==> config.mk <==
export PLATFORM = sky130hd
export DESIGN_NAME = cpu_multiply
export DESIGN_NICKNAME = d
export VERILOG_FILES = /design/src/cpu_types_pkg.sv /design/src/cpu_multiply.sv
export VERILOG_INCLUDE_DIRS = /design/src /design/src/src
export SDC_FILE = /design/constraint.sdc
export NUM_CORES = 2
export LEC_CHECK = 0
export BUFFER_PORTS_ARGS = -buffer_cell sky130_fd_sc_hd__clkbuf_2
export CAP_MARGIN = 5
export CELL_PAD_IN_SITES_DETAIL_PLACEMENT = 1
export CELL_PAD_IN_SITES_GLOBAL_PLACEMENT = 1
export CORE_MARGIN = 2
export CORE_UTILIZATION = 40
export CTS_CLUSTER_DIAMETER = 60
export DETAILED_ROUTE_END_ITERATION = 10
export PLACE_DENSITY = 0.64
export RECOVER_POWER = 50
export SLEW_MARGIN = 20
export SYNTH_ARGS = -nofsm -noshare
export SYNTH_HDL_FRONTEND = slang
export SYNTH_SLANG_ARGS = --single-unit
==> constraint.sdc <==
create_clock -name i_clock -period 11.3 [get_ports i_clock]
set_input_delay 1.13 -clock i_clock [delete_from_list [all_inputs] [get_ports i_clock]]
set_output_delay 1.13 -clock i_clock [all_outputs]
set_load 0.01 [all_outputs]
==> src/cpu_cfg.svh <==
`ifndef CPU_CFG_SVH
`define CPU_CFG_SVH

// datapath and instruction tag widths
`define CPU_XLEN 32
`define CPU_TAG_WIDTH 8
`define CPU_REG_INDEX_WIDTH 5

// the divider retires CPU_DIV_BITS_PER_STAGE quotient bits in each of its stages,
// so the product of these two must equal CPU_XLEN
`define CPU_DIV_STAGES 8
`define CPU_DIV_BITS_PER_STAGE 4

`endif

==> src/cpu_types_pkg.sv <==
`include "cpu_cfg.svh"

package cpu_types_pkg;

	typedef logic [`CPU_XLEN-1:0] word_t;
	typedef logic [2*`CPU_XLEN-1:0] dword_t;
	typedef logic [`CPU_TAG_WIDTH-1:0] tag_t;
	typedef logic [`CPU_REG_INDEX_WIDTH-1:0] reg_index_t;

	// access size in bytes, 0 when no access is made
	typedef logic [2:0] mem_width_t;

	typedef enum logic [1:0] {
		IDLE,
		MUL_WAIT,
		DIV_WAIT
	} exec_state_t;

endpackage

==> src/cpu_multiply.sv <==
`timescale 1ns/100ps
`include "cpu_cfg.svh"

module cpu_multiply (
	input logic i_clock,
	input cpu_types_pkg::word_t i_op1,
	input cpu_types_pkg::word_t i_op2,
	input logic i_op1_signed,
	input logic i_op2_signed,
	input logic i_high,
	output cpu_types_pkg::word_t o_result
);

	// one extra bit per operand lets a single signed multiply cover all four variants
	logic signed [`CPU_XLEN:0] op1_ext;
	logic signed [`CPU_XLEN:0] op2_ext;
	logic signed [2*`CPU_XLEN+1:0] product_ext;
	cpu_types_pkg::dword_t product;

	assign op1_ext = {i_op1_signed & i_op1[`CPU_XLEN-1], i_op1};
	assign op2_ext = {i_op2_signed & i_op2[`CPU_XLEN-1], i_op2};
	assign product_ext = op1_ext * op2_ext;
	assign product = product_ext[2*`CPU_XLEN-1:0];

	always_ff @(posedge i_clock) begin
		o_result <= i_high ? product[2*`CPU_XLEN-1:`CPU_XLEN] : product[`CPU_XLEN-1:0];
	end

endmodule

==> impl_results.md <==
* Ratio of cells with drive above 1 in the final layout at 3.25%
* Io pins at 100
* TritonCTS clock tree: done
* CTS resizes at 0
* Num rows at 114
* Hpwl dp at 99.5 mm
* WL met2 at 62.7 mm
* Synth top area share at 57.7%
* Die Span X at 316 um
* Post-synth design cell area at 39,000 sq um
* Tmin final at 9.46 ns
* CTS Buffer Depth at 2
* Global Route Usage Sum at 24.4%
* Final setup fails at 0
* Post-Synthesis Cells at 4,298
* Largest fanout on the critical path at 18
* Hold Startpoint: i_high
* Iteration-0 DRC Markers at 1,234
* Root Driver: clkbuf_16
* CP Launch Point: i_op1_signed
* Initial antenna violation count at 2
* Total grt overflow at 0
* Final hold slack at 1.45 ns
* Crit end category: register
* MaxCap Viol Count at 0
* F_max at 106 MHz
* Synth Register Bits at 32
* Slew Viols, Final at 0
* RSZ-0062 raised after global routing: false
* Ys flop type: dfxtp_1
* Setup TNS at 0 ns
* Final Cycle Share at 83.8%
* Biggest registers after layout: o_result: 32 flops
* Vias per cell at 5.06
* Syn_nets at 5,703
* Type of element launching the critical path: input pin
* Worst Hold End: o_result[30]$_DFF_P_
* Drt first pass iters at 4
* TritonCTS Buffers at 5
* HP Class: input pin to register
* Hold Path Depth at 3
* Starting density of the core at 40.3%
* Final net count at 5,620
* Synth top area cells: fa_1, inv_1, nand2_1
* Core Box Area at 96,700 sq um
* Die H at 316 um
* Number of synthesized flops with an enable pin at 0
* CTS Hold Buffers Added at 0
* DRC at 0
* Metal1 wirelength at 48.3 mm
* Worst-Margin Slew at 1.08 ns
* # Post-CTS Setup Buffers at 0
* Library cells used by synthesis at 63
* IO buf count at 99
* Area leader, netlist: fa_1
* Vias in the first global route at 32,300
* Mapped Avg Cell Area at 9.08 sq um
* Synth warn at 0
* DIE AREA at 100,000 sq um
* Top reg by flops: o_result
* Register area at 641 sq um
* Sequential area share after synthesis at 1.64%
* CP Data Arrival Time at 9.67 ns
* Slew headroom at 27.8%
* Largest register FFs at 32
* Final antenna-violating net count at 0
* Status: finished clean
* Largest net degree at the start of global routing at 53
* Fraction of registers with async set/reset at 0%
* First-pass GRT wire length at 187 mm
* Commonest non-fill, non-tap cell in the layout: fa_1
* Area occupied by multi-input gates at 33,300 sq um
* Max layer used: met5
* Critical path class: input pin to register
* Final Hold Viols at 0
* Routed wl met3 at 2.75 mm
* Critical Path RT at 11.50 ns
* H-tree depth at 2
* Layout area overhead at 4.15%
* Most frequent cells in the layout: fa_1, inv_1, nand2_1
* Clock sinks at 32
* Fill cells at 11,300
* RePlAce Congestion at 0.859
* Detailed-route via count at 27,800
* Drt total wl at 116 mm
* Clock transition at the registers of the reported paths at 0.06 ns
* Routed len/inst at 21.2 um
==> logic make-up after synthesis <==
logic type      Yosys count  synth area share, %
xor+xnor                 66                 1.48
mux                       7                0.196
buf+inv                1340                 12.9
fa+ha+maj              1337                 64.5
simple gates           1273                 15.2
flops                    32                 1.64
compound gates          243                 4.05
==> cell type report <==
type / count / area share [%]
Timing Repair Buffer: 134 / 1.77
Multi-Input combinational cell: 2926 / 82.0
Tap cell: 1276 / 3.93
Clock inverter: 1 / 0.0185
Inverter: 1116 / 10.3
Antenna cell: 1 / 0.00616
Sequential cell: 32 / 1.58
Clock buffer: 7 / 0.351
==> cells in the mapped netlist (17+ instances only) <==
cell type / instances
a21o_1: 28
a21oi_1: 79
and2_1: 360
and3_1: 24
clkbuf_1: 214
dfxtp_1: 32
fa_1: 1125
ha_1: 212
inv_1: 1115
nand2_1: 736
nand4_1: 17
nor2_1: 76
o21ai_0: 39
xnor2_1: 46
xor2_1: 20
==> worst max path at each step <==
stage                                      end  slack (ns)  depth (start not counted)
after global routing      o_result[29]$_DFF_P_        1.24                         28
final                     o_result[27]$_DFF_P_        1.84                         27
after CTS                 o_result[27]$_DFF_P_        1.80                         27
after global placement    o_result[29]$_DFF_P_        1.74                         28
after floorplan           o_result[29]$_DFF_P_        2.53                         29
after detailed placement  o_result[27]$_DFF_P_        1.51                         27
==> metrics by stage <==
step / setup WS, ns / cell area, sq um / util (%) / cells
detailed placement: 1.51 / 40500 / 41.9 / 5484
floorplan: 2.53 / 39000 / - / 4298
global route: 1.24 / 40600 / 42.0 / 5492
finish: 1.84 / 40600 / 42.0 / 5493
CTS: 1.80 / 40700 / 42.1 / 5492
global placement: 1.74 / 40500 / 41.9 / 5484
==> routing by layer <==
layer  global-route usage (%)  up-vias
met5                        0        -
li1                         -    12100
met4                     4.75        4
met3                     1.22      121
met2                     45.5      435
met1                     31.5    15200
==> worst max-delay path: stages <==
cell and delay (ns):
clkbuf_2 0.25, and2_1 0.25, buf_4 0.19, nand2_1 0.16
inv_1 0.08, fa_1 0.53, inv_1 0.13, fa_1 0.60
inv_1 0.14, fa_1 0.52, fa_1 0.94, inv_1 0.37
fa_1 0.56, inv_1 0.06, fa_1 0.54, inv_1 0.05
fa_1 0.44, fa_1 0.49, inv_1 0.04, ha_1 0.39
a21oi_1 0.20, o21bai_1 0.09, a221oi_1 0.35, o21ai_0 0.19
a221o_1 0.41, a2111o_1 0.44, o211ai_1 0.10
Power is left out: the tool's default activity adds up to more than one toggle a clock period on the data nets, which glitch-free logic cannot reach.
