<file path="src/cpu_cfg.svh">
`ifndef CPU_CFG_SVH
`define CPU_CFG_SVH

// datapath and instruction tag widths
`define CPU_XLEN 32
`define CPU_TAG_WIDTH 8
`define CPU_REG_INDEX_WIDTH 5

// the divider retires CPU_DIV_BITS_PER_STAGE quotient bits in each of its stages,
// so the product of these two must equal CPU_XLEN
`define CPU_DIV_STAGES 8
`define CPU_DIV_BITS_PER_STAGE 4

`endif

</file>
<file path="src/cpu_types_pkg.sv">
`include "cpu_cfg.svh"

package cpu_types_pkg;

	typedef logic [`CPU_XLEN-1:0] word_t;
	typedef logic [2*`CPU_XLEN-1:0] dword_t;
	typedef logic [`CPU_TAG_WIDTH-1:0] tag_t;
	typedef logic [`CPU_REG_INDEX_WIDTH-1:0] reg_index_t;

	// access size in bytes, 0 when no access is made
	typedef logic [2:0] mem_width_t;

	typedef enum logic [1:0] {
		IDLE,
		MUL_WAIT,
		DIV_WAIT
	} exec_state_t;

endpackage

</file>
<file path="src/cpu_divide_stage.sv">
`timescale 1ns/100ps
`include "cpu_cfg.svh"

module cpu_divide_stage (
	input logic i_clock,
	input logic i_reset,
	input logic i_valid,
	input cpu_types_pkg::word_t i_quotient,
	input cpu_types_pkg::word_t i_partial_remainder,
	input cpu_types_pkg::word_t i_dividend_rest,
	input cpu_types_pkg::word_t i_divisor,
	input logic i_quotient_negative,
	input logic i_remainder_negative,
	input logic i_by_zero,
	input logic i_overflow,
	input logic i_remainder_sel,
	input cpu_types_pkg::word_t i_raw_dividend,
	output logic o_valid,
	output cpu_types_pkg::word_t o_quotient,
	output cpu_types_pkg::word_t o_partial_remainder,
	output cpu_types_pkg::word_t o_dividend_rest,
	output cpu_types_pkg::word_t o_divisor,
	output logic o_quotient_negative,
	output logic o_remainder_negative,
	output logic o_by_zero,
	output logic o_overflow,
	output logic o_remainder_sel,
	output cpu_types_pkg::word_t o_raw_dividend
);

	cpu_types_pkg::word_t quotient;
	cpu_types_pkg::word_t remainder;
	cpu_types_pkg::word_t rest;
	logic [`CPU_XLEN:0] trial;

	// the remainder stays below the divisor, so one guard bit is enough for the trial
	always_comb begin
		quotient = i_quotient;
		remainder = i_partial_remainder;
		rest = i_dividend_rest;
		trial = '0;
		for (int step = 0; step < `CPU_DIV_BITS_PER_STAGE; step++) begin
			trial = {remainder, rest[`CPU_XLEN-1]} - {1'b0, i_divisor};
			if (!trial[`CPU_XLEN]) begin
				remainder = trial[`CPU_XLEN-1:0];
				quotient = {quotient[`CPU_XLEN-2:0], 1'b1};
			end else begin
				remainder = {remainder[`CPU_XLEN-2:0], rest[`CPU_XLEN-1]};
				quotient = {quotient[`CPU_XLEN-2:0], 1'b0};
			end
			rest = rest << 1;
		end
	end

	always_ff @(posedge i_clock) begin
		if (i_reset) begin
			o_valid <= 1'b0;
		end else begin
			o_valid <= i_valid;
		end
	end

	always_ff @(posedge i_clock) begin
		if (i_valid) begin
			o_quotient <= quotient;
			o_partial_remainder <= remainder;
			o_dividend_rest <= rest;
			o_divisor <= i_divisor;
			o_quotient_negative <= i_quotient_negative;
			o_remainder_negative <= i_remainder_negative;
			o_by_zero <= i_by_zero;
			o_overflow <= i_overflow;
			o_remainder_sel <= i_remainder_sel;
			o_raw_dividend <= i_raw_dividend;
		end
	end

endmodule

</file>
<file path="config.mk">
export PLATFORM = sky130hd
export DESIGN_NAME = cpu_divide_stage
export DESIGN_NICKNAME = d
export VERILOG_FILES = /design/src/cpu_types_pkg.sv /design/src/cpu_divide_stage.sv
export VERILOG_INCLUDE_DIRS = /design/src /design/src/src
export SDC_FILE = /design/constraint.sdc
export NUM_CORES = 1
export LEC_CHECK = 0
export BUFFER_PORTS_ARGS = -buffer_cell sky130_fd_sc_hd__buf_2
export CAP_MARGIN = 40
export CORE_ASPECT_RATIO = 2
export CORE_MARGIN = 2
export CORE_UTILIZATION = 50
export DETAILED_ROUTE_END_ITERATION = 7
export PLACE_DENSITY = 0.75
export SLEW_MARGIN = 10
export SYNTH_ARGS = -nofsm -noshare
export SYNTH_HDL_FRONTEND = slang
export SYNTH_SLANG_ARGS = --single-unit
</file>
<file path="constraint.sdc">
create_clock -name i_clock -period 15.35 [get_ports i_clock]
set_clock_uncertainty 0.1 [all_clocks]
set_input_delay 1.535 -clock i_clock [delete_from_list [all_inputs] [get_ports i_clock]]
set_output_delay 1.535 -clock i_clock [all_outputs]
set_load 0.01 [all_outputs]
</file>
==> results.json <==
{
  "status": "completed",
  "synthToLayoutAreaGrowth_pct": 20.6,
  "hold_buffers": 0,
  "worstHoldPathCells": 2,
  "final_core_util_pct": 61.2,
  "path_buf_inv": 12,
  "final_cell_mix": "buf_2, nand2_1, edfxtp_1",
  "routed_via_density": 6.03,
  "numPlacedInstances": 2170,
  "final_common_cell": "buf_2",
  "max_freq_mhz": 68.2,
  "wl_met1_mm": 14.8,
  "synthCells": 1487,
  "timing.hold.ws_ns": 1.15,
  "root_buffer": "clkbuf_16",
  "crit_start": "i_divisor[0]",
  "die_w_um": 122,
  "crit_type": "input port to flip-flop",
  "hold_violations": 0,
  "core.rowCount": 86,
  "drive_gt1_share_pct": 22.9,
  "async_reset_ff_share_pct": 0,
  "arrival_ns": 14.78,
  "first_global_vias": 13300,
  "grt_pass1_wl_mm": 71.6,
  "instances_no_fill": 2204,
  "h-tree-depth": 4,
  "cts_resized": 0,
  "endpoint": "o_partial_remainder[26]$_DFFE_PP_",
  "fin_nets": 2138,
  "synthFlopType": "edfxtp_1",
  "cp.required_ns": 15.48,
  "post-cts-setup-buffers": 0,
  "coreArea_mm2": 0.0274,
  "crit_cells": 56,
  "min_period_ns": 14.65,
  "synth-simple-area-share_pct": 13.3,
  "route.detailed.drc": 0,
  "cts_buffer_depth": 2,
  "ant_nets": 0,
  "synth_top_family_by_area": "compound AO/OA/AOI/OAI gates",
  "cts_tree": "yes",
  "synth_compound_area_share_pct": 20.9,
  "io_pins": 334,
  "synthMuxAreaShare_pct": 8.26,
  "met2_length_mm": 25.1,
  "setup_violations": 0,
  "synth.distinct_cells": 77,
  "grt_max_degree": 88,
  "die_h_um": 240,
  "slew_headroom_pct": 28.9,
  "wirelength_mm": 48.8,
  "top_layer_used": "met4",
  "crit_path_end_kind": "flip-flop",
  "crit_top_cell": "buf_4",
  "rsz0062_at_grt": "false",
  "wire_per_inst_um": 22.2,
  "cts_sinks": 162,
  "syn_area_per_cell_um2": 9.36,
  "via_count": 13300,
  "yosysSeqAreaShare_pct": 34.9,
  "die-area_mm2": 0.0293,
  "worst_path_largest_cell_delay_ns": 0.69,
  "nFillCells": 2366,
  "synth_warnings": 0,
  "first_iter_violations": 764,
  "antenna_found_initial": 2,
  "first_pass_iters": 5,
  "crit_family": "compound AO/OA/AOI/OAI gates",
  "finalCritPeriodShare_pct": 95.5,
  "cap_violations": 0,
  "finalMaxSlewViolations": 0,
  "synth_area_mm2": 0.0139,
  "synth-adder-area-share_pct": 12.1,
  "clk_pin_slew_ns": 0.07,
  "route.met3.wl_mm": 2.77,
  "grt.total_usage_pct": 33.0,
  "gp_congestion": 1.05,
  "tns_ns": 0,
  "start_util_pct": 50.7,
  "hpwl_mm": 39.4,
  "tightest_slew_ns": 1.06,
  "seqCellArea_mm2": 0.00485,
  "hp-class": "input port to flip-flop",
  "multi_input_area_mm2": 0.00857,
  "synth-edff-count": 161,
  "ys_ff_latch": 162,
  "synthXorXnorAreaFrac_pct": 6.85,
  "numPortBuffers": 325,
  "overflow": 0,
  "critPathLaunchType": "input port",
  "worstPathMaxFanout": 25,
  "cpMaxStageDelayCell": "o21ai_0",
  "cts_buffers": 17
}
flip-flops by register name, indices dropped and copies added, names as in the netlist:
register / cells
o_remainder_sel: 1
o_quotient_negative: 1
o_quotient: 32
o_dividend_rest: 28
o_by_zero: 1
o_remainder_negative: 1
o_raw_dividend: 32
o_overflow: 1
o_partial_remainder: 32
o_valid: 1
o_divisor: 32
through the flow:
stage,setup slack [ns],cell area (µm²)
CTS,1.03,16800
finish,0.696,16800
floorplan,2.42,13900
global route,0.0837,16800
global placement,0.790,16100
detailed placement,0.677,16100
cells in the mapped netlist (all sizes together), types with 5 or more instances:
master  instances  area share (%)
a211oi         16            0.86
a21boi          5            0.27
a21o           55             3.0
a21oi         136             4.9
a221oi          5            0.31
a22oi          21             1.1
a31oi          12            0.69
and2            5            0.22
and3           16            0.72
and4            6            0.38
buf            22             1.1
clkbuf         22            0.62
edfxtp        161              35
ha            128              12
inv            73             2.0
mux2           22             1.8
mux2i          90             6.5
nand2         162             4.4
nand2b         19            0.85
nand3          23            0.83
nand4          15            0.67
nor2          112             3.0
nor2b          17            0.76
nor3           19            0.68
o211a           5            0.36
o211ai          9            0.49
o21a           14            0.76
o21ai          93             3.4
o21bai         12            0.65
o221ai          9            0.57
o31ai           5            0.27
or3             5            0.22
xnor2          73             4.6
xor2           35             2.2
routing by layer:
| layer | GRT usage [%] | vias up |
|---|---|---|
| li1 | - | 6260 |
| met1 | 27.2 | 6112 |
| met2 | 61.1 | 668 |
| met3 | 5.91 | 256 |
| met4 | 34.9 | 0 |
| met5 | 0 | - |
logic make-up after synthesis:
logic type,count (synthesis)
and+or+nand+nor,410
adders and majority gates,132
DFF,162
AOI/OAI and AO/OA,445
muxes,112
xor gates and xnor gates,108
buffers and inverters,117
other,1
cell type report:
cell class                      instances  area share [%]
Inverter                               73            1.63
Multi-Input combinational cell       1211            51.0
Timing Repair Buffer                  373            12.1
Antenna cell                            1          0.0149
Clock inverter                         15            1.10
Clock buffer                           17            2.53
Tap cell                              352            2.62
Sequential cell                       162            28.9
worst min path at each step:
stage / startpoint / to / slack (ns)
floorplan: i_reset / o_valid$_SDFF_PP0_ / 1.51
global placement: i_reset / o_valid$_SDFF_PP0_ / 1.59
detailed placement: i_reset / o_valid$_SDFF_PP0_ / 1.60
CTS: i_reset / o_valid$_SDFF_PP0_ / 1.13
global route: i_quotient[22] / o_quotient[26]$_DFFE_PP_ / 1.14
finish: i_reset / o_valid$_SDFF_PP0_ / 1.15
Power is not shown: default switching activity piles up to over one toggle a cycle in this logic, so the estimate is an artifact.
