### config.mk
export PLATFORM = sky130hd
export DESIGN_NAME = cpu_divide_finish
export DESIGN_NICKNAME = d
export VERILOG_FILES = /design/src/cpu_types_pkg.sv /design/src/cpu_divide_finish.sv
export VERILOG_INCLUDE_DIRS = /design/src /design/src/src
export SDC_FILE = /design/constraint.sdc
export NUM_CORES = 1
export LEC_CHECK = 0
export BUFFER_PORTS_ARGS = -buffer_cell sky130_fd_sc_hd__buf_2
export CORE_MARGIN = 2
export CORE_UTILIZATION = 50
export DETAILED_ROUTE_END_ITERATION = 10
export MAX_ROUTING_LAYER = met4
export PLACE_DENSITY = 0.8
export SLEW_MARGIN = 20
export SYNTH_ARGS = -nofsm -noshare
export SYNTH_HDL_FRONTEND = slang
export SYNTH_SLANG_ARGS = --single-unit
### constraint.sdc
create_clock -name i_clock -period 2.5 [get_ports i_clock]
set_input_delay 0.125 -clock i_clock [delete_from_list [all_inputs] [get_ports i_clock]]
set_output_delay 0.125 -clock i_clock [all_outputs]
set_load 0.01 [all_outputs]
### src/cpu_cfg.svh
`ifndef CPU_CFG_SVH
`define CPU_CFG_SVH

// datapath and instruction tag widths
`define CPU_XLEN 32
`define CPU_TAG_WIDTH 8
`define CPU_REG_INDEX_WIDTH 5

// the divider retires CPU_DIV_BITS_PER_STAGE quotient bits in each of its stages,
// so the product of these two must equal CPU_XLEN
`define CPU_DIV_STAGES 8
`define CPU_DIV_BITS_PER_STAGE 4

`endif

### src/cpu_types_pkg.sv
`include "cpu_cfg.svh"

package cpu_types_pkg;

	typedef logic [`CPU_XLEN-1:0] word_t;
	typedef logic [2*`CPU_XLEN-1:0] dword_t;
	typedef logic [`CPU_TAG_WIDTH-1:0] tag_t;
	typedef logic [`CPU_REG_INDEX_WIDTH-1:0] reg_index_t;

	// access size in bytes, 0 when no access is made
	typedef logic [2:0] mem_width_t;

	typedef enum logic [1:0] {
		IDLE,
		MUL_WAIT,
		DIV_WAIT
	} exec_state_t;

endpackage

### src/cpu_divide_finish.sv
`timescale 1ns/100ps

module cpu_divide_finish (
	input logic i_clock,
	input logic i_reset,
	input logic i_valid,
	input cpu_types_pkg::word_t i_quotient,
	input cpu_types_pkg::word_t i_remainder,
	input logic i_quotient_negative,
	input logic i_remainder_negative,
	input logic i_by_zero,
	input logic i_overflow,
	input logic i_remainder_sel,
	input cpu_types_pkg::word_t i_raw_dividend,
	output logic o_done,
	output cpu_types_pkg::word_t o_result
);

	cpu_types_pkg::word_t quotient;
	cpu_types_pkg::word_t remainder;

	always_comb begin
		quotient = i_quotient_negative ? -i_quotient : i_quotient;
		remainder = i_remainder_negative ? -i_remainder : i_remainder;
		// RISC-V defines these results instead of trapping
		if (i_by_zero) begin
			quotient = '1;
			remainder = i_raw_dividend;
		end else if (i_overflow) begin
			quotient = i_raw_dividend;
			remainder = '0;
		end
	end

	always_ff @(posedge i_clock) begin
		if (i_reset) begin
			o_done <= 1'b0;
		end else begin
			o_done <= i_valid;
		end
	end

	always_ff @(posedge i_clock) begin
		if (i_valid) begin
			o_result <= i_remainder_sel ? remainder : quotient;
		end
	end

endmodule

==> metrics.txt, run 1 <==
die area 7370 µm²; # setup viols final 0; Routed Antenna Nets 0; DR vias 3775; Worst Hold Depth 3; Yosys cell types 59; clk slew on worst S/H paths around 80 ps; Avg WL per Cell between 15 and 20 µm; # Post-CTS Setup Buffers 0; EDFF count, synth 32; Sink Count 33; prevailing post-synth register cell edfxtp_1; H-tree Lvls 2; CP arrival roughly 2000 ps; RSZ-0062 raised after global routing no; Max clock buf depth 2; Post-route DRC 10; I/O Buffers roughly 140; Root Driver clkbuf_8; Routed Wire Length about 11 mm; Max Cap Violations 0; core area between 6000 and 7000 µm²; outcome finished with violations; Max-slew headroom 0.424; period utilization 0.817; max frequency about 0.5 GHz; Critical Path Start i_remainder[0]; Hold WC Path Type in2reg; Max Transition Viols Final 0; CP required roughly 2500 ps; cts bufs inserted 5; Seq cells post-synth 33; Async SR Flop Fraction 0; Leak Pwr 1.68 nW; final core occ 0.656; Worst Hold Launch i_raw_dividend[0]; Yosys warning total 0; pin count of the biggest net entering global routing 36; synthesized area per cell 8.25 µm²; Worst Hold Path EP o_result[0]$_DFFE_PP_; slowest CP cell o41ai_1; Hold Slack about 130 ps; initial core utilization 0.521; violated checks design-rule violations; number of diodes 0; routability cong. 0.995; first-pass GRT wire length 17.3 mm; Crit Path Max Fanout 8; GR Overflow Total 0; Layout Cells excl Fill ~610; vias in the first global route around 3500; P&R area growth vs syn 25.7%; DP Cell Count 605; critical path type in2reg; # nets final 642; Post-CTS Resized 0; First-pass DRT Iterations 8; Startpoint Class input port; crit-path cells buf_2 -> inv_1 -> ha_1 -> nor4b_1 -> nand2_1 -> o41ai_1 -> xor2_1 -> a221oi_1; VDD IR max roughly 0.00019 V; # rows 29; Gate Count Post-Synth 406; PD cells roughly 400 nW/µm²; dpl hpwl ~8.6 mm; crit-path max cell delay ~470 ps; share of cells above drive strength 1 0.315; DRT iter0 DRCs 329; Die Wd 85.8 µm; initial antenna violation count 0; post-synthesis cell area around 3300 µm²; Setup crit end kind register; height of the die roughly 86 µm; All-Layer GR Usage 0.303; min cycle time layout 2040 ps; sequential area share after synthesis 0.293; IO Pins about 140; CTS tree built; post-route setup TNS 0 ps; Hold Fails Final Rpt 0; measured slew at the worst slew-check pin 861 ps; Via density 6.15; Post-Syn Nets ~510
[metrics by stage]
stage	power, W	area [µm²]	setup WS, ps
final	0.00170	4210	456
after CTS	0.00169	4210	499
after detailed placement	0.00129	4120	194
after global routing	0.00177	4210	308
after global placement	0.00128	4120	201
after floorplan	0.00102	3350	539
[cells in the mapped netlist (all sizes together) (2+ instances only)]
cell type / instances / area, µm²
nand4: 5 / 31.3
o211ai: 12 / 90.1
or3: 6 / 37.5
a2bb2oi: 3 / 26.3
mux2i: 3 / 30.0
a21boi: 4 / 30.0
o2111ai: 2 / 17.5
inv: 13 / 48.8
xnor2: 24 / 210
o22ai: 6 / 37.5
o31ai: 13 / 103
o221ai: 4 / 35.0
nor2b: 2 / 12.5
o41ai: 14 / 145
nor3: 13 / 65.1
a21oi: 24 / 120
o22a: 3 / 26.3
xor2: 31 / 272
ha: 2 / 25.0
edfxtp: 32 / 961
nand2: 38 / 143
and2: 2 / 12.5
nand2b: 4 / 25.0
o21bai: 3 / 22.5
nand3b: 2 / 15.0
a22oi: 9 / 67.6
clkbuf: 25 / 93.8
nor4b: 2 / 17.5
or2: 6 / 40.0
or4: 6 / 48.8
o21ai: 37 / 185
nor4: 7 / 65.1
a31oi: 2 / 12.5
nor2: 24 / 90.1
a221oi: 2 / 17.5
nand3: 7 / 40.0
[how the worst max path moves through the flow]
stage / endpoint / slack [ps] / cells after the start
floorplan: o_result[29]$_DFFE_PP_ / 540 / 6
global placement: o_result[26]$_DFFE_PP_ / 200 / 8
detailed placement: o_result[26]$_DFFE_PP_ / 190 / 8
CTS: o_result[26]$_DFFE_PP_ / 500 / 8
global route: o_result[24]$_DFFE_PP_ / 310 / 9
finish: o_result[26]$_DFFE_PP_ / 460 / 8
[state kept, by name, indices dropped and copies added, names as in the netlist]
| register | cells |
|---|---|
| o_done | 1 |
| o_result | 32 |
[per-layer routing]
| layer | up-vias | global-route usage | wire, µm |
|---|---|---|---|
| met3 | 14 | 0.0212 | 798 |
| li1 | 1815 | - | - |
| met5 | - | - | 0 |
| met2 | 188 | 0.464 | 4860 |
| met4 | 0 | 0.0620 | 181 |
| met1 | 1758 | 0.442 | 5100 |
[layout by cell type (no fill, tap or decap), drive strengths merged, types with 6 or more instances in the layout]
| cell type | count |
|---|---|
| nand3 | 7 |
| or4 | 6 |
| nor4 | 7 |
| xor2 | 31 |
| o211ai | 12 |
| a22oi | 9 |
| a21oi | 24 |
| nand2 | 38 |
| o31ai | 13 |
| o41ai | 14 |
| o22ai | 6 |
| or3 | 6 |
| clkbuf | 6 |
| nor3 | 13 |
| nor2 | 24 |
| edfxtp | 32 |
| or2 | 6 |
| inv | 13 |
| xnor2 | 24 |
| buf | 148 |
| o21ai | 37 |
[cells by family (layout without fill, tap and decap cells)]
kind of cell               after synthesis  in the layout  synth area share
AOI/OAI and AO/OA                      148            148             0.306
xor gates and xnor gates                55             55             0.144
adders and majority gates                2              2           0.00747
buffers and inverters                   39            170            0.0437
DFF                                     33             33             0.293
muxes                                    3              3           0.00897
and+or+nand+nor                        126            126             0.197
[worst max-delay path, delay by kind of cell]
family	cells	cell delay (ps)
AO/OA/AOI/OAI	2	590
adder cells (fa/ha/maj)	1	190
buffers and inverters	2	180
XOR/XNOR	1	290
AND/OR/NAND/NOR	2	660
[cell type report]
| class | count | area (µm²) |
|---|---|---|
| multi-input cells | 334 | 2220 |
| repair buffers | 149 | 781 |
| well taps | 77 | 96.3 |
| fillers | 575 | 2210 |
| inverters | 13 | 48.8 |
| flip-flops and latches | 33 | 981 |
| clock inverters | 2 | 10.0 |
| clock buffers | 6 | 72.6 |
[where the power goes]
group | switching [W] | internal, W | leakage, nW | total [W]
combinational | 0.000346 | 0.000250 | 1.32 | 0.000595
sequential | 0.0000137 | 0.000679 | 0.323 | 0.000693
clock | 0.000216 | 0.000193 | 0.0450 | 0.000410
[repair_timing]
action	CTS	global route
hold buffers	1	0
endpoints found under the setup margin	0	0
endpoints found under the hold margin	1	0
No activity file was read; power rests on OpenSTA's default activity.
==> run 2, diff against run 1 <==
CORE_UTILIZATION = 45   (was 50)
PLACE_DENSITY = 0.75   (was 0.8)
clock period = 1.8 ns   (was 2.5 ns; I/O delays follow)
==> run 2 against run 1 <==
  * The run ends with negative setup slack left
  * Critical path type unchanged
  * Clock-buffer cell count stayed put
  * Cell area is 23% higher
  * Combinational power is 71% higher
  * Via count is 12% higher
  * Flip-flop and latch count stayed put
  * Global-route usage is 0.084 points lower
  * Worst setup slack worse by 550 ps
  * Hold slack worse by 25 ps
  * Power is 58% higher
  * Largest power group is now combinational cells
  * Sequential power is 39% higher
==> metrics.txt, run 2 (same netlist as run 1, synthesis figures left out) <==
Avg WL per Cell roughly 18 µm; All-Layer GR Usage 0.302; NetSw ~0.00086 W; GR Overflow Total 0; max frequency between 0.5 and 0.6 GHz; # nets final 724; Leak Pwr around 2.2 nW; Seq pwr share 0.359; initial antenna violation count 0; Worst Hold Launch i_raw_dividend[17]; Hold Slack 107 ps; H-tree Lvls 2; dpl ws -335 ps; Max Cap Violations 0; DP Cell Count 705; Crit path max-delay family simple AND/OR/NAND/NOR gates; commonest non-fill, non-tap cell in the layout buf_2; Internal Power 0.00182 W; Worst Hold Depth 3; # rows 31; die area between 8000 and 9000 µm²; Routed Wire Length 12.7 mm; dpl hpwl about 9.7 mm; Routed Antenna Nets 0; most frequent cells in the layout 134 x buf_2, 89 x buf_4, 37 x nand2_1; number of diodes 0; outcome finished with violations; cell repeated most along the worst path or4_4; Gate power share 0.379; overall power 0.00268 W; DRT iter0 DRCs about 330; Post-route DRC 0; Critical Path Start i_quotient[20]; measured slew at the worst slew-check pin 750 ps; P&R area growth vs syn 55.0%; period utilization 1.05; Max clock buf depth 2; Worst Hold Path EP o_result[17]$_DFFE_PP_; first-pass GRT wire length slightly below 20 mm; routability cong. ~1; final worst slack -90.6 ps; critical path type in2reg; height of the die around 90 µm; Crit Path Max Fanout 3; RSZ-0062 raised after global routing yes; First-pass DRT Iterations 5; max reg flops 32; initial core utilization 0.464; CP bufs+invs 1; slowest CP cell or4_4; CP arrival between 1500 and 2000 ps; core area 7210 µm²; crit-path cells buf_6 -> or4_4 -> nor4_4 -> nand3_2 -> or4_4 -> a21oi_2 -> o2bb2ai_1; cts bufs inserted 5; Hold WC Path Type in2reg; I/O Buffers roughly 140; # setup viols final 4; Top reg by flops o_result; IO Pins 137; violated checks negative setup slack; Max-slew headroom 0.500; Root Driver clkbuf_8; Clock Power Share 0.262; pin count of the biggest net entering global routing 34; crit-path max cell delay roughly 560 ps; Layout Cells excl Fill slightly above 700; Sink Count 33; clk slew on worst S/H paths around 70 ps; Startpoint Class input port; VDD IR max approximately 0.00024 V; fillers around 590; share of cells above drive strength 1 0.451; Hold Fails Final Rpt 0; Max Transition Viols Final 0; Setup crit end kind register; vias in the first global route between 3000 and 4000; CTS tree built; CP required approximately 1900 ps; DR vias 4214; Net Sw Frac 0.322; min cycle time layout approximately 1900 ps; PD cells just over 500 nW/µm²; Via density ~5.9; Die Wd approximately 90 µm; largest registers o_result x32, o_done x1
run 2: metrics by stage:
stage / area, µm² / utilization / TNS [ps]
3_3_place_gp: 4760 / 0.660 / -5380
3_5_place_dp: 4760 / 0.660 / -5750
4_1_cts: 4890 / 0.678 / -96.4
5_1_grt: 5190 / 0.719 / -692
2_1_floorplan: 3350 / - / -347
6_report: 5190 / 0.719 / -217
run 2: per-layer routing:
layer | routed length, µm | track usage | vias up
li1 | - | - | 1976
met5 | 0 | - | -
met3 | 939 | 0.0392 | 22
met1 | 5550 | 0.416 | 1970
met4 | 238 | 0.0821 | 0
met2 | 5960 | 0.471 | 246
run 2: power groups by stage:
stage          Sequential [W]  Clock (W)  Combinational (W)
2_1_floorplan         0.00103          0           0.000388
3_5_place_dp         0.000979          0           0.000934
4_1_cts              0.000963   0.000704           0.000942
6_report             0.000962   0.000702            0.00102
3_3_place_gp         0.000976          0           0.000913
5_1_grt              0.000971   0.000729            0.00109
run 2: timing repair:
action | in CTS | in global routing
pin swaps | 0 | 24
resized for setup | 3 | 46
endpoints found under the hold margin | 1 | 0
setup buffers | 0 | 5
hold buffers | 1 | 0
setup endpoints to repair | 6 | 19
run 2: worst max-delay path by stage:
stage | depth (start not counted) | endpoint | slack [ps]
2_1_floorplan | 6 | o_result[29]$_DFFE_PP_ | -130
3_3_place_gp | 11 | o_result[30]$_DFFE_PP_ | -300
3_5_place_dp | 8 | o_result[20]$_DFFE_PP_ | -330
4_1_cts | 8 | o_result[20]$_DFFE_PP_ | -30
6_report | 7 | o_result[29]$_DFFE_PP_ | -90
5_1_grt | 7 | o_result[26]$_DFFE_PP_ | -160
run 2: cell type report:
| type | count | area (µm²) | share of cell area |
|---|---|---|---|
| multi-input cells | 334 | 2480 | 0.479 |
| flip-flops and latches | 33 | 981 | 0.189 |
| repair buffers | 231 | 1450 | 0.279 |
| inverters | 13 | 48.8 | 0.00940 |
| well taps | 99 | 124 | 0.0239 |
| clock buffers | 6 | 72.6 | 0.0140 |
| clock inverters | 2 | 33.8 | 0.00651 |
run 2: tightest hold or removal path: cells and delay by family:
family / cells / cell delay (ps)
and+or+nand+nor: 2 / 110
buffers and inverters: 1 / 80
