--- config.mk ---
export PLATFORM = sky130hd
export DESIGN_NAME = cpu_divide_prepare
export DESIGN_NICKNAME = d
export VERILOG_FILES = /design/src/cpu_types_pkg.sv /design/src/cpu_divide_prepare.sv
export VERILOG_INCLUDE_DIRS = /design/src /design/src/src
export SDC_FILE = /design/constraint.sdc
export NUM_CORES = 1
export LEC_CHECK = 0
export ABC_AREA = 0
export BUFFER_PORTS_ARGS = -buffer_cell sky130_fd_sc_hd__buf_2
export CELL_PAD_IN_SITES_DETAIL_PLACEMENT = 1
export CELL_PAD_IN_SITES_GLOBAL_PLACEMENT = 2
export CORE_UTILIZATION = 33
export CTS_BUF_LIST = sky130_fd_sc_hd__clkbuf_4
export DETAILED_ROUTE_END_ITERATION = 8
export PLACE_DENSITY = 0.83
export REMOVE_ABC_BUFFERS = 1
export SYNTH_ARGS = -nofsm -noshare
export SYNTH_HDL_FRONTEND = slang
export SYNTH_SLANG_ARGS = --single-unit
--- constraint.sdc ---
create_clock -name i_clock -period 2 [get_ports i_clock]
set_clock_uncertainty 0.05 [all_clocks]
set_input_delay 0.1 -clock i_clock [delete_from_list [all_inputs] [get_ports i_clock]]
set_output_delay 0.1 -clock i_clock [all_outputs]
set_load 0.005 [all_outputs]
--- src/cpu_cfg.svh ---
`ifndef CPU_CFG_SVH
`define CPU_CFG_SVH

// datapath and instruction tag widths
`define CPU_XLEN 32
`define CPU_TAG_WIDTH 8
`define CPU_REG_INDEX_WIDTH 5

// the divider retires CPU_DIV_BITS_PER_STAGE quotient bits in each of its stages,
// so the product of these two must equal CPU_XLEN
`define CPU_DIV_STAGES 8
`define CPU_DIV_BITS_PER_STAGE 4

`endif

--- src/cpu_types_pkg.sv ---
`include "cpu_cfg.svh"

package cpu_types_pkg;

	typedef logic [`CPU_XLEN-1:0] word_t;
	typedef logic [2*`CPU_XLEN-1:0] dword_t;
	typedef logic [`CPU_TAG_WIDTH-1:0] tag_t;
	typedef logic [`CPU_REG_INDEX_WIDTH-1:0] reg_index_t;

	// access size in bytes, 0 when no access is made
	typedef logic [2:0] mem_width_t;

	typedef enum logic [1:0] {
		IDLE,
		MUL_WAIT,
		DIV_WAIT
	} exec_state_t;

endpackage

--- src/cpu_divide_prepare.sv ---
`timescale 1ns/100ps
`include "cpu_cfg.svh"

module cpu_divide_prepare (
	input logic i_clock,
	input logic i_reset,
	input logic i_start,
	input cpu_types_pkg::word_t i_dividend,
	input cpu_types_pkg::word_t i_divisor,
	input logic i_signed,
	input logic i_remainder,
	output logic o_valid,
	output cpu_types_pkg::word_t o_dividend_mag,
	output cpu_types_pkg::word_t o_divisor_mag,
	output logic o_quotient_negative,
	output logic o_remainder_negative,
	output logic o_by_zero,
	output logic o_overflow,
	output logic o_remainder_sel,
	output cpu_types_pkg::word_t o_raw_dividend
);

	logic dividend_negative;
	logic divisor_negative;
	logic most_negative;

	assign dividend_negative = i_signed & i_dividend[`CPU_XLEN-1];
	assign divisor_negative = i_signed & i_divisor[`CPU_XLEN-1];
	assign most_negative = i_dividend == {1'b1, {(`CPU_XLEN-1){1'b0}}};

	always_ff @(posedge i_clock) begin
		if (i_reset) begin
			o_valid <= 1'b0;
		end else begin
			o_valid <= i_start;
		end
	end

	always_ff @(posedge i_clock) begin
		if (i_start) begin
			o_dividend_mag <= dividend_negative ? -i_dividend : i_dividend;
			o_divisor_mag <= divisor_negative ? -i_divisor : i_divisor;
			// the remainder takes the sign of the dividend
			o_quotient_negative <= dividend_negative ^ divisor_negative;
			o_remainder_negative <= dividend_negative;
			o_by_zero <= i_divisor == '0;
			o_overflow <= i_signed && most_negative && i_divisor == '1;
			o_remainder_sel <= i_remainder;
			o_raw_dividend <= i_dividend;
		end
	end

endmodule

==> reports/results.txt, run 1 <==
Outcome = completed
Non-Filler Instances = 763
Flops & latches, synth = 101
Root buffer selected by CTS = clkbuf_4
Vias/cell = 4.902
Number of global-route vias before repair = 3,966
Row count = 42
1st-iter DRT viols = 136
TritonCTS buffer count = 9
Synth Area in Adders = 0.8264%
Lkg Pwr = 2.594 nW
EDFF count, synth = 100
Async SR Flop Fraction = 0%
Dpl cell area = 5722 um2
Tightest Pin Transition = 0.5743 ns
Mapped Cells = 322
Worst VDD drop = 0.0003415 V
Syn Std Cell Area = 4542 um2
DRC = 0
Detailed Routing Iterations Pass 1 = 4
Vias after detailed routing = 3,740
Clk sinks = 101
Clock buffer depth = 2
Final Util = 49.61%
Placed cell count = 676
Port bufs = 170
Final hold violations = 0
Largest family of logic cells by synthesized area = XOR/XNOR gates
Highest Clock Rate = 0.5115 GHz
Worst setup SP type = input pin
Die height = 119.3 um
Final WL = 13,390 um
H-tree Lvls = 3
Largest net degree at the start of global routing = 37
Grt ovf = 0
Met3 WL = 790 um
WL met2 = 6890 um
Layout Nets = 654
Placer's final routability congestion estimate = 0.7598
CP required = 2.21 ns
Post-synthesis mux area share = 0%
Slew Viols, Final = 0
Total die area = 14,240 um2
Avg Cell Area, Syn = 14.11 um2
Arrival time worst endpoint = 2.16 ns
# diodes = 0
Pwr/cell area = 694.2 nW/um2
Yosys cell types = 40
Global-route wire length before repair = 20,660 um
Crit Path Class = in -> reg
Max-cap violations = 0
Compound-Gate Fraction of Synth Area = 8.430%
Hold WC Path Type = in -> reg
Initial antenna violation count = 0
Core area = 13,350 um2
Slew HR = 61.67%
Maximum fanout along the worst path = 4
Simple-Gate Fraction of Synth Area = 11.35%
Post-synthesis xor/xnor area fraction = 11.38%
Setup violators final = 0
Top Layer Used = met4
Metal-1 WL = 5381 um
Top FF cell, synth = edfxtp_1
CTS tree = built
IO Pins = 171
Post-route ant nets = 0
Fin area = 6621 um2
Sequential share of the synthesized area = 66.56%
Total GRT Usage = 19.07%
Initial Util = 34.03%
Synth warn = 0
Part of the cycle the worst path needs = 97.75%
Share of layout cells above drive strength 1 = 37.31%
Post-DP HPWL = 9080 um
Final min period = 1.955 ns
Die Wd = 119.3 um
Clock Pin Slew Worst Setup and Hold Paths = 0.15 ns
Area grow syn2layout = 45.79%
Routed len/inst = 17.55 um
CP endpoint kind = flip-flop
[metal layers]
| metal | vias up | GRT usage (%) |
|---|---|---|
| li1 | 1768 | - |
| met5 | - | 0 |
| met2 | 147 | 35.25 |
| met3 | 22 | 4.215 |
| met4 | 0 | 8.906 |
| met1 | 1803 | 20.52 |
[worst max-delay path: stages]
cell and delay [ns]:
dlygate4sd3_1 0.54, buf_2 0.15, or4_1 0.63, or2_4 0.29, o31a_1 0.31, xor2_1 0.14
[metrics by stage]
stage / hold slack, ns / setup slack, ns / TNS, ns / power, mW
2_1_floorplan: 0.1216 / 0.03778 / 0 / 2.864
6_report: 0.2561 / 0.04496 / 0 / 4.596
5_1_grt: 0.2342 / -0.005175 / -0.005175 / 4.778
3_5_place_dp: 0.2142 / 0.07849 / 0 / 3.309
3_3_place_gp: 0.2057 / 0.09012 / 0 / 3.289
4_1_cts: 0.1908 / 0.06004 / 0 / 4.642
[synthesized netlist by cell type, types with 2 or more instances]
| cell type | instances | area (um2) |
|---|---|---|
| inv_1 | 7 | 26.28 |
| o41ai_1 | 6 | 52.55 |
| nand4_1 | 12 | 75.07 |
| xor2_1 | 24 | 210.2 |
| or3_1 | 4 | 25.02 |
| nor3_1 | 9 | 45.04 |
| ha_1 | 3 | 37.54 |
| a21oi_1 | 10 | 50.05 |
| o21ai_0 | 12 | 60.06 |
| nor2_1 | 18 | 67.56 |
| nor4_2 | 2 | 25.02 |
| a31oi_1 | 5 | 31.28 |
| a41oi_1 | 2 | 17.52 |
| nor4_1 | 9 | 56.30 |
| nor3b_1 | 2 | 15.01 |
| or4_1 | 8 | 60.06 |
| clkbuf_1 | 5 | 18.77 |
| nand3_1 | 2 | 10.01 |
| nand2_1 | 11 | 41.29 |
| o31ai_1 | 13 | 97.59 |
| buf_2 | 2 | 10.01 |
| xnor2_1 | 35 | 306.5 |
| and2_1 | 5 | 31.28 |
| edfxtp_1 | 100 | 3003 |
[report_power, final]
part           internal [mW]  switching, mW  leakage [nW]
clock                  0.522          0.700        0.0884
sequential              2.56         0.0483         0.986
combinational          0.381          0.388          1.52
total                   3.46           1.14          2.59
[layout by cell type (no fill, tap or decap), types with 4 or more instances in the layout]
master	n
buf_2	169
edfxtp_1	100
dlygate4sd3_1	69
xnor2_1	35
xor2_1	24
buf_4	19
nor2_1	18
nand4_1	12
o31ai_1	12
o21ai_0	12
nand2_1	11
a21oi_1	10
clkbuf_4	10
nor3_1	9
nor4_1	8
inv_1	7
or4_1	6
and2_1	5
a31oi_1	5
or3_1	4
o41ai_1	4
[final timing paths]
path / from / slack, ns / endpoint / cells past startpoint
worst min-delay path: i_reset / 0.26 / o_valid / 3
worst max-delay path: i_dividend[22] / 0.04 / o_dividend_mag[30] / 6
[sequential cells by signal, indices dropped and copies added (netlist names)]
register,cells
o_raw_dividend,31
o_remainder_sel,1
o_valid,1
o_dividend_mag,32
o_divisor_mag,32
o_remainder_negative,1
o_overflow,1
o_quotient_negative,1
o_by_zero,1
[area by class of cell]
type / instances / area [um2]
multi-input cells: 205 / 1491
well taps: 176 / 220.2
clock buffers: 10 / 75.07
flip-flops and latches: 101 / 3023
fillers: 1460 / 6726
inverters: 7 / 26.28
repair buffers: 258 / 1699
clock inverters: 6 / 86.33
[logic make-up after synthesis]
group,Yosys count
flops,101
simple gates,89
xor+xnor,59
compound gates,54
buf+inv,16
fa+ha+maj,3
[repair_timing]
action / 4_1_cts / 5_1_grt
hold buffers: 69 / 0
setup endpoints to repair: 0 / 12
setup buffers: 0 / 2
gates resized for setup: 0 / 6
hold endpoints to repair: 107 / 0
Power figures use the tool's default switching activity.
==> run 2, diff against run 1 <==
- clock period: 2 -> 2.14 ns (I/O delays scaled with it)
==> reports/results.txt, run 2 (synthesis gave the netlist of run 1 again) <==
Outcome = completed
Number of global-route vias before repair = 3,961 (-0.13%)
Vias after detailed routing = 3,668 (-1.9%)
Share of layout cells above drive strength 1 = 35.65% (-1.7 points)
Hold WC Path Type = in -> reg
Total die area = 14,240 um2 (unchanged)
Arrival time worst endpoint = 2.19 ns (+0.03 ns)
Clk sinks = 101 (unchanged)
IO Pins = 171 (unchanged)
Placer's final routability congestion estimate = 0.7991 (+5.2%)
# diodes = 0 (unchanged)
Final WL = 12,940 um (-3.4%)
Commonest non-fill, non-tap cell in the layout = buf_2
Part of the cycle the worst path needs = 94.23%
Hold EP = o_divisor_mag[3]
Vias/cell = 4.884 (-0.36%)
Top Registers = o_dividend_mag x32, o_divisor_mag x32, o_raw_dividend x31
H-tree Lvls = 3 (unchanged)
Slew HR = 64.60% (+2.9 points)
Final Util = 48.34% (-1.3 points)
Dpl cell area = 5677 um2 (-0.79%)
Most frequent cells in the layout = buf_2 (169), edfxtp_1 (100), dlygate4sd3_1 (66)
Register Area = 3023 um2 (unchanged)
Post-route ant nets = 0 (unchanged)
Worst hold stages = 3 (unchanged)
Crit Path Class = in -> reg
1st-iter DRT viols = 139 (+2.2%)
Worst hold slack = 0.04835 ns (-0.2078 ns)
CP required = 2.31 ns (+0.10 ns)
Largest net degree at the start of global routing = 66 (+78%)
Highest Clock Rate = 0.4959 GHz
Detailed Routing Iterations Pass 1 = 4 (unchanged)
Final min period = 2.017 ns
Root buffer selected by CTS = clkbuf_4
Worst VDD drop = 0.0002857 V (-16%)
Die height = 119.3 um (unchanged)
HP Start = i_divisor[1]
Clock Pin Slew Worst Setup and Hold Paths = 0.14 ns (about the same)
Routed len/inst = 17.23 um (-1.8%)
Maximum fanout along the worst path = 8 (+4)
Grt ovf = 0 (unchanged)
Fin area = 6452 um2 (-2.6%)
Worst setup SP type = input pin
Final hold violations = 0 (unchanged)
Global-route wire length before repair = 20,310 um (-1.7%)
Initial Util = 34.03% (unchanged)
Slew Viols, Final = 0 (unchanged)
Fillers = 1,451 (-0.62%)
CP endpoint kind = flip-flop
Clock buffer depth = 2 (unchanged)
Final setup TNS = 0 ns (unchanged)
TritonCTS buffer count = 9 (unchanged)
CTS tree = built
Post-CTS setup buffer count = 0 (unchanged)
DRC = 0 (unchanged)
Core area = 13,350 um2 (unchanged)
Port bufs = 170 (unchanged)
Die Wd = 119.3 um (unchanged)
Area grow syn2layout = 42.07%
Tightest Pin Transition = 0.5262 ns (-0.04813 ns)
Layout Nets = 643 (-1.7%)
Total GRT Usage = 18.41% (-0.65 points)
Max-cap violations = 0 (unchanged)
Lkg Pwr = 2.506 nW (-3.4%)
Initial antenna violation count = 0 (unchanged)
Setup violators final = 0 (unchanged)
Post-DP HPWL = 9052 um (-0.30%)
RSZ-0062 raised after global routing = no
Row count = 42 (unchanged)
Area of the multi-input gates = 1470 um2 (-1.4%)
Pwr/cell area = 619.3 nW/um2 (-11%)
run 2: changes by cell type in the layout (fill, tap and decap cells not counted), moves of 2 or more:
cell,before,now
o41ai_1,4,6
o41ai_2,3,1
or4_4,2,0
or4_1,6,8
bufinv_16,2,0
dlygate4sd3_1,69,66
buf_4,19,11
run 2: layout make-up:
type / instances / area share (%)
clock buffers: 10 / 1.163
clock inverters: 5 / 0.4460
inverters: 7 / 0.4072
multi-input cells: 205 / 22.78
flip-flops and latches: 101 / 46.85
well taps: 176 / 3.413
repair buffers: 247 / 24.94
run 2: worst max-delay path by stage:
stage	from	endpoint	slack (ns)	cells after the start
final	i_divisor[0]	o_divisor_mag[26]	0.12	8
after global routing	i_divisor[6]	o_divisor_mag[26]	0.008	6
after CTS	i_dividend[1]	o_dividend_mag[30]	0.05	8
after detailed placement	i_dividend[1]	o_dividend_mag[30]	0.12	7
after global placement	i_divisor[6]	o_divisor_mag[20]	0.21	5
after floorplan	i_dividend[0]	o_dividend_mag[11]	0.17	4
run 2: what timing repair did:
item | in CTS | in global routing
hold endpoints to repair | 97 | 0
hold buffers | 66 | 0
endpoints found under the setup margin | 0 | 7
gates resized for setup | 0 | 2
run 2: per-layer routing:
layer / global-route usage, % / wire length (um)
met5: 0 / 0
met4: 7.656 / 262
met3: 4.550 / 841
met2: 33.10 / 6509
met1: 20.68 / 5326
run 2: power by group:
group | leakage (nW) | internal (mW) | switching, mW
sequential | 0.986 | 2.39 | 0.0471
clock | 0.0573 | 0.239 | 0.615
combinational | 1.46 | 0.347 | 0.358
run 2: metrics by stage:
stage / total power, mW / std cells / setup WS [ns]
after CTS: 4.038 / 751 / 0.04975
after global routing: 4.160 / 751 / 0.007782
after global placement: 3.073 / 670 / 0.2125
final: 3.996 / 751 / 0.1235
after floorplan: 2.677 / 313 / 0.1708
after detailed placement: 3.094 / 670 / 0.1154
run 2: critical path, cell delays in order:
cell,delay (ns)
dlygate4sd3_1,0.54
buf_2,0.17
inv_1,0.07
ha_1,0.16
nor3b_1,0.26
nand4_1,0.35
o41ai_1,0.42
xnor2_1,0.11
==> run 3, diff against run 2 <==
- HOLD_SLACK_MARGIN: not set -> 0.08
==> reports/results.txt, run 3 (synthesis gave the netlist of run 1 again) <==
Port bufs = 170 (unchanged)
Post-DP HPWL = 9052 um (unchanged)
Final hold violations = 0 (unchanged)
Tightest Pin Transition = 0.5289 ns (+0.002709 ns)
Initial Util = 34.03% (unchanged)
# diodes = 0 (unchanged)
Clock Pin Slew Worst Setup and Hold Paths = 0.15 ns (about the same)
Largest net degree at the start of global routing = 66 (unchanged)
Setup violators final = 0 (unchanged)
Clock buffer depth = 2 (unchanged)
Final setup TNS = 0 ns (unchanged)
Vias after detailed routing = 3,694 (+0.71%)
1st-iter DRT viols = 128 (-7.9%)
CP startpoint = i_divisor[20]
Detailed Routing Iterations Pass 1 = 4 (unchanged)
Non-Filler Instances = 754 (+0.40%)
Vias/cell = 4.899 (+0.31%)
H-tree Lvls = 3 (unchanged)
Initial antenna violation count = 0 (unchanged)
Row count = 42 (unchanged)
Routed len/inst = 17.46 um (+1.3%)
Crit path cell chain = dlygate4sd3_1 > buf_2 > nor4_1 > nand3_1 > o41ai_1 > xnor2_1
Max incr delay on CP = 0.57 ns (+0.03 ns)
Global-route wire length before repair = 20,530 um (+1.1%)
RSZ-0062 raised after global routing = no
Worst VDD drop = 0.0002919 V (+2.2%)
Crit Path Class = in -> reg
Max-cap violations = 0 (unchanged)
Core area = 13,350 um2 (unchanged)
Share of layout cells above drive strength 1 = 35.29% (-0.36 points)
Placer's final routability congestion estimate = 0.7991 (unchanged)
CP required = 2.30 ns (about the same)
Total die area = 14,240 um2 (unchanged)
Worst setup SP type = input pin
Worst hold slack = 0.1205 ns (+0.07220 ns)
Layout Nets = 646 (+0.47%)
Commonest non-fill, non-tap cell in the layout = buf_2
Highest Clock Rate = 0.4795 GHz (-3.3%)
Slew Viols, Final = 0 (unchanged)
Hold WC Path Type = in -> reg
Placed cell count = 670 (unchanged)
CTS tree = built
Area of the multi-input gates = 1465 um2 (-0.34%)
Part of the cycle the worst path needs = 97.45% (+3.2 points)
Register Area = 3023 um2 (unchanged)
Final min period = 2.085 ns (+0.06897 ns)
Die height = 119.3 um (unchanged)
Maximum fanout along the worst path = 9 (+1)
Final WL = 13,170 um (+1.8%)
Pwr/cell area = 619.0 nW/um2 (about the same)
CP endpoint kind = flip-flop
Lkg Pwr = 2.519 nW (+0.50%)
Grt ovf = 0 (unchanged)
Fillers = 1,463 (+0.83%)
Top Registers = o_dividend_mag x32, o_divisor_mag x32, o_raw_dividend x31
Arrival time worst endpoint = 2.24 ns (+0.05 ns)
Outcome = completed
Area grow syn2layout = 42.62%
Total power = 4.009 mW (+0.33%)
Most frequent cells in the layout = buf_2 (169), edfxtp_1 (100), dlygate4sd3_1 (69)
Slew HR = 64.42% (-0.18 points)
Clk sinks = 101 (unchanged)
Crit path to = o_divisor_mag[29]
Die Wd = 119.3 um (unchanged)
Total GRT Usage = 18.65% (+0.24 points)
TritonCTS buffer count = 9 (unchanged)
Root buffer selected by CTS = clkbuf_4
DRC = 0 (unchanged)
Crit path max-delay cell type = o41ai_1
Number of global-route vias before repair = 3,998 (+0.93%)
IO Pins = 171 (unchanged)
Post-route ant nets = 0 (unchanged)
run 3: worst max-delay path, delay by kind of cell:
kind	cells	cell delay [ns]
buffers and inverters	2	0.69
AND/OR/NAND/NOR	2	0.73
XOR/XNOR	1	0.15
AO/OA/AOI/OAI	1	0.57
run 3: cell type report:
class | count | area share, %
repair buffers | 250 | 25.30
inverters | 7 | 0.4056
well taps | 176 | 3.400
multi-input cells | 205 | 22.62
clock buffers | 10 | 1.159
clock inverters | 5 | 0.4443
flip-flops and latches | 101 | 46.67
run 3: worst min path at each step:
| stage | startpoint | endpoint | cells after the start |
|---|---|---|---|
| final | i_start | o_divisor_mag[21] | 2 |
| after global routing | i_start | o_divisor_mag[22] | 2 |
| after CTS | i_start | o_divisor_mag[22] | 2 |
| after detailed placement | i_reset | o_valid | 2 |
| after global placement | i_reset | o_valid | 2 |
| after floorplan | i_reset | o_valid | 1 |
run 3: report_power, final:
part | leakage (nW) | internal, mW | switching [mW]
Clock | 0.0573 | 0.239 | 0.618
Combinational | 1.48 | 0.353 | 0.362
Sequential | 0.986 | 2.39 | 0.0463
Total | 2.52 | 2.98 | 1.03
run 3: layer usage:
metal	routed length, um	GRT usage, %	vias up
li1	-	-	1750
met4	296	7.813	0
met5	0	0	-
met3	867	4.598	25
met2	6562	33.87	147
met1	5440	20.65	1772
run 3: metrics by stage:
step                worst slack [ns]  utilization (%)  area (um2)
floorplan                     0.1708                -        4502
global placement              0.2125            42.53        5677
detailed placement            0.1154            42.53        5677
CTS                          0.04975            48.48        6471
global route              0.00008593            48.53        6477
finish                       0.05451            48.53        6477
run 3: repair_timing:
action | 4_1_cts | 5_1_grt
resized for setup | 0 | 1
endpoints found under the hold margin | 100 | 0
hold buffers | 69 | 0
setup endpoints to repair | 0 | 7
setup buffers | 0 | 0
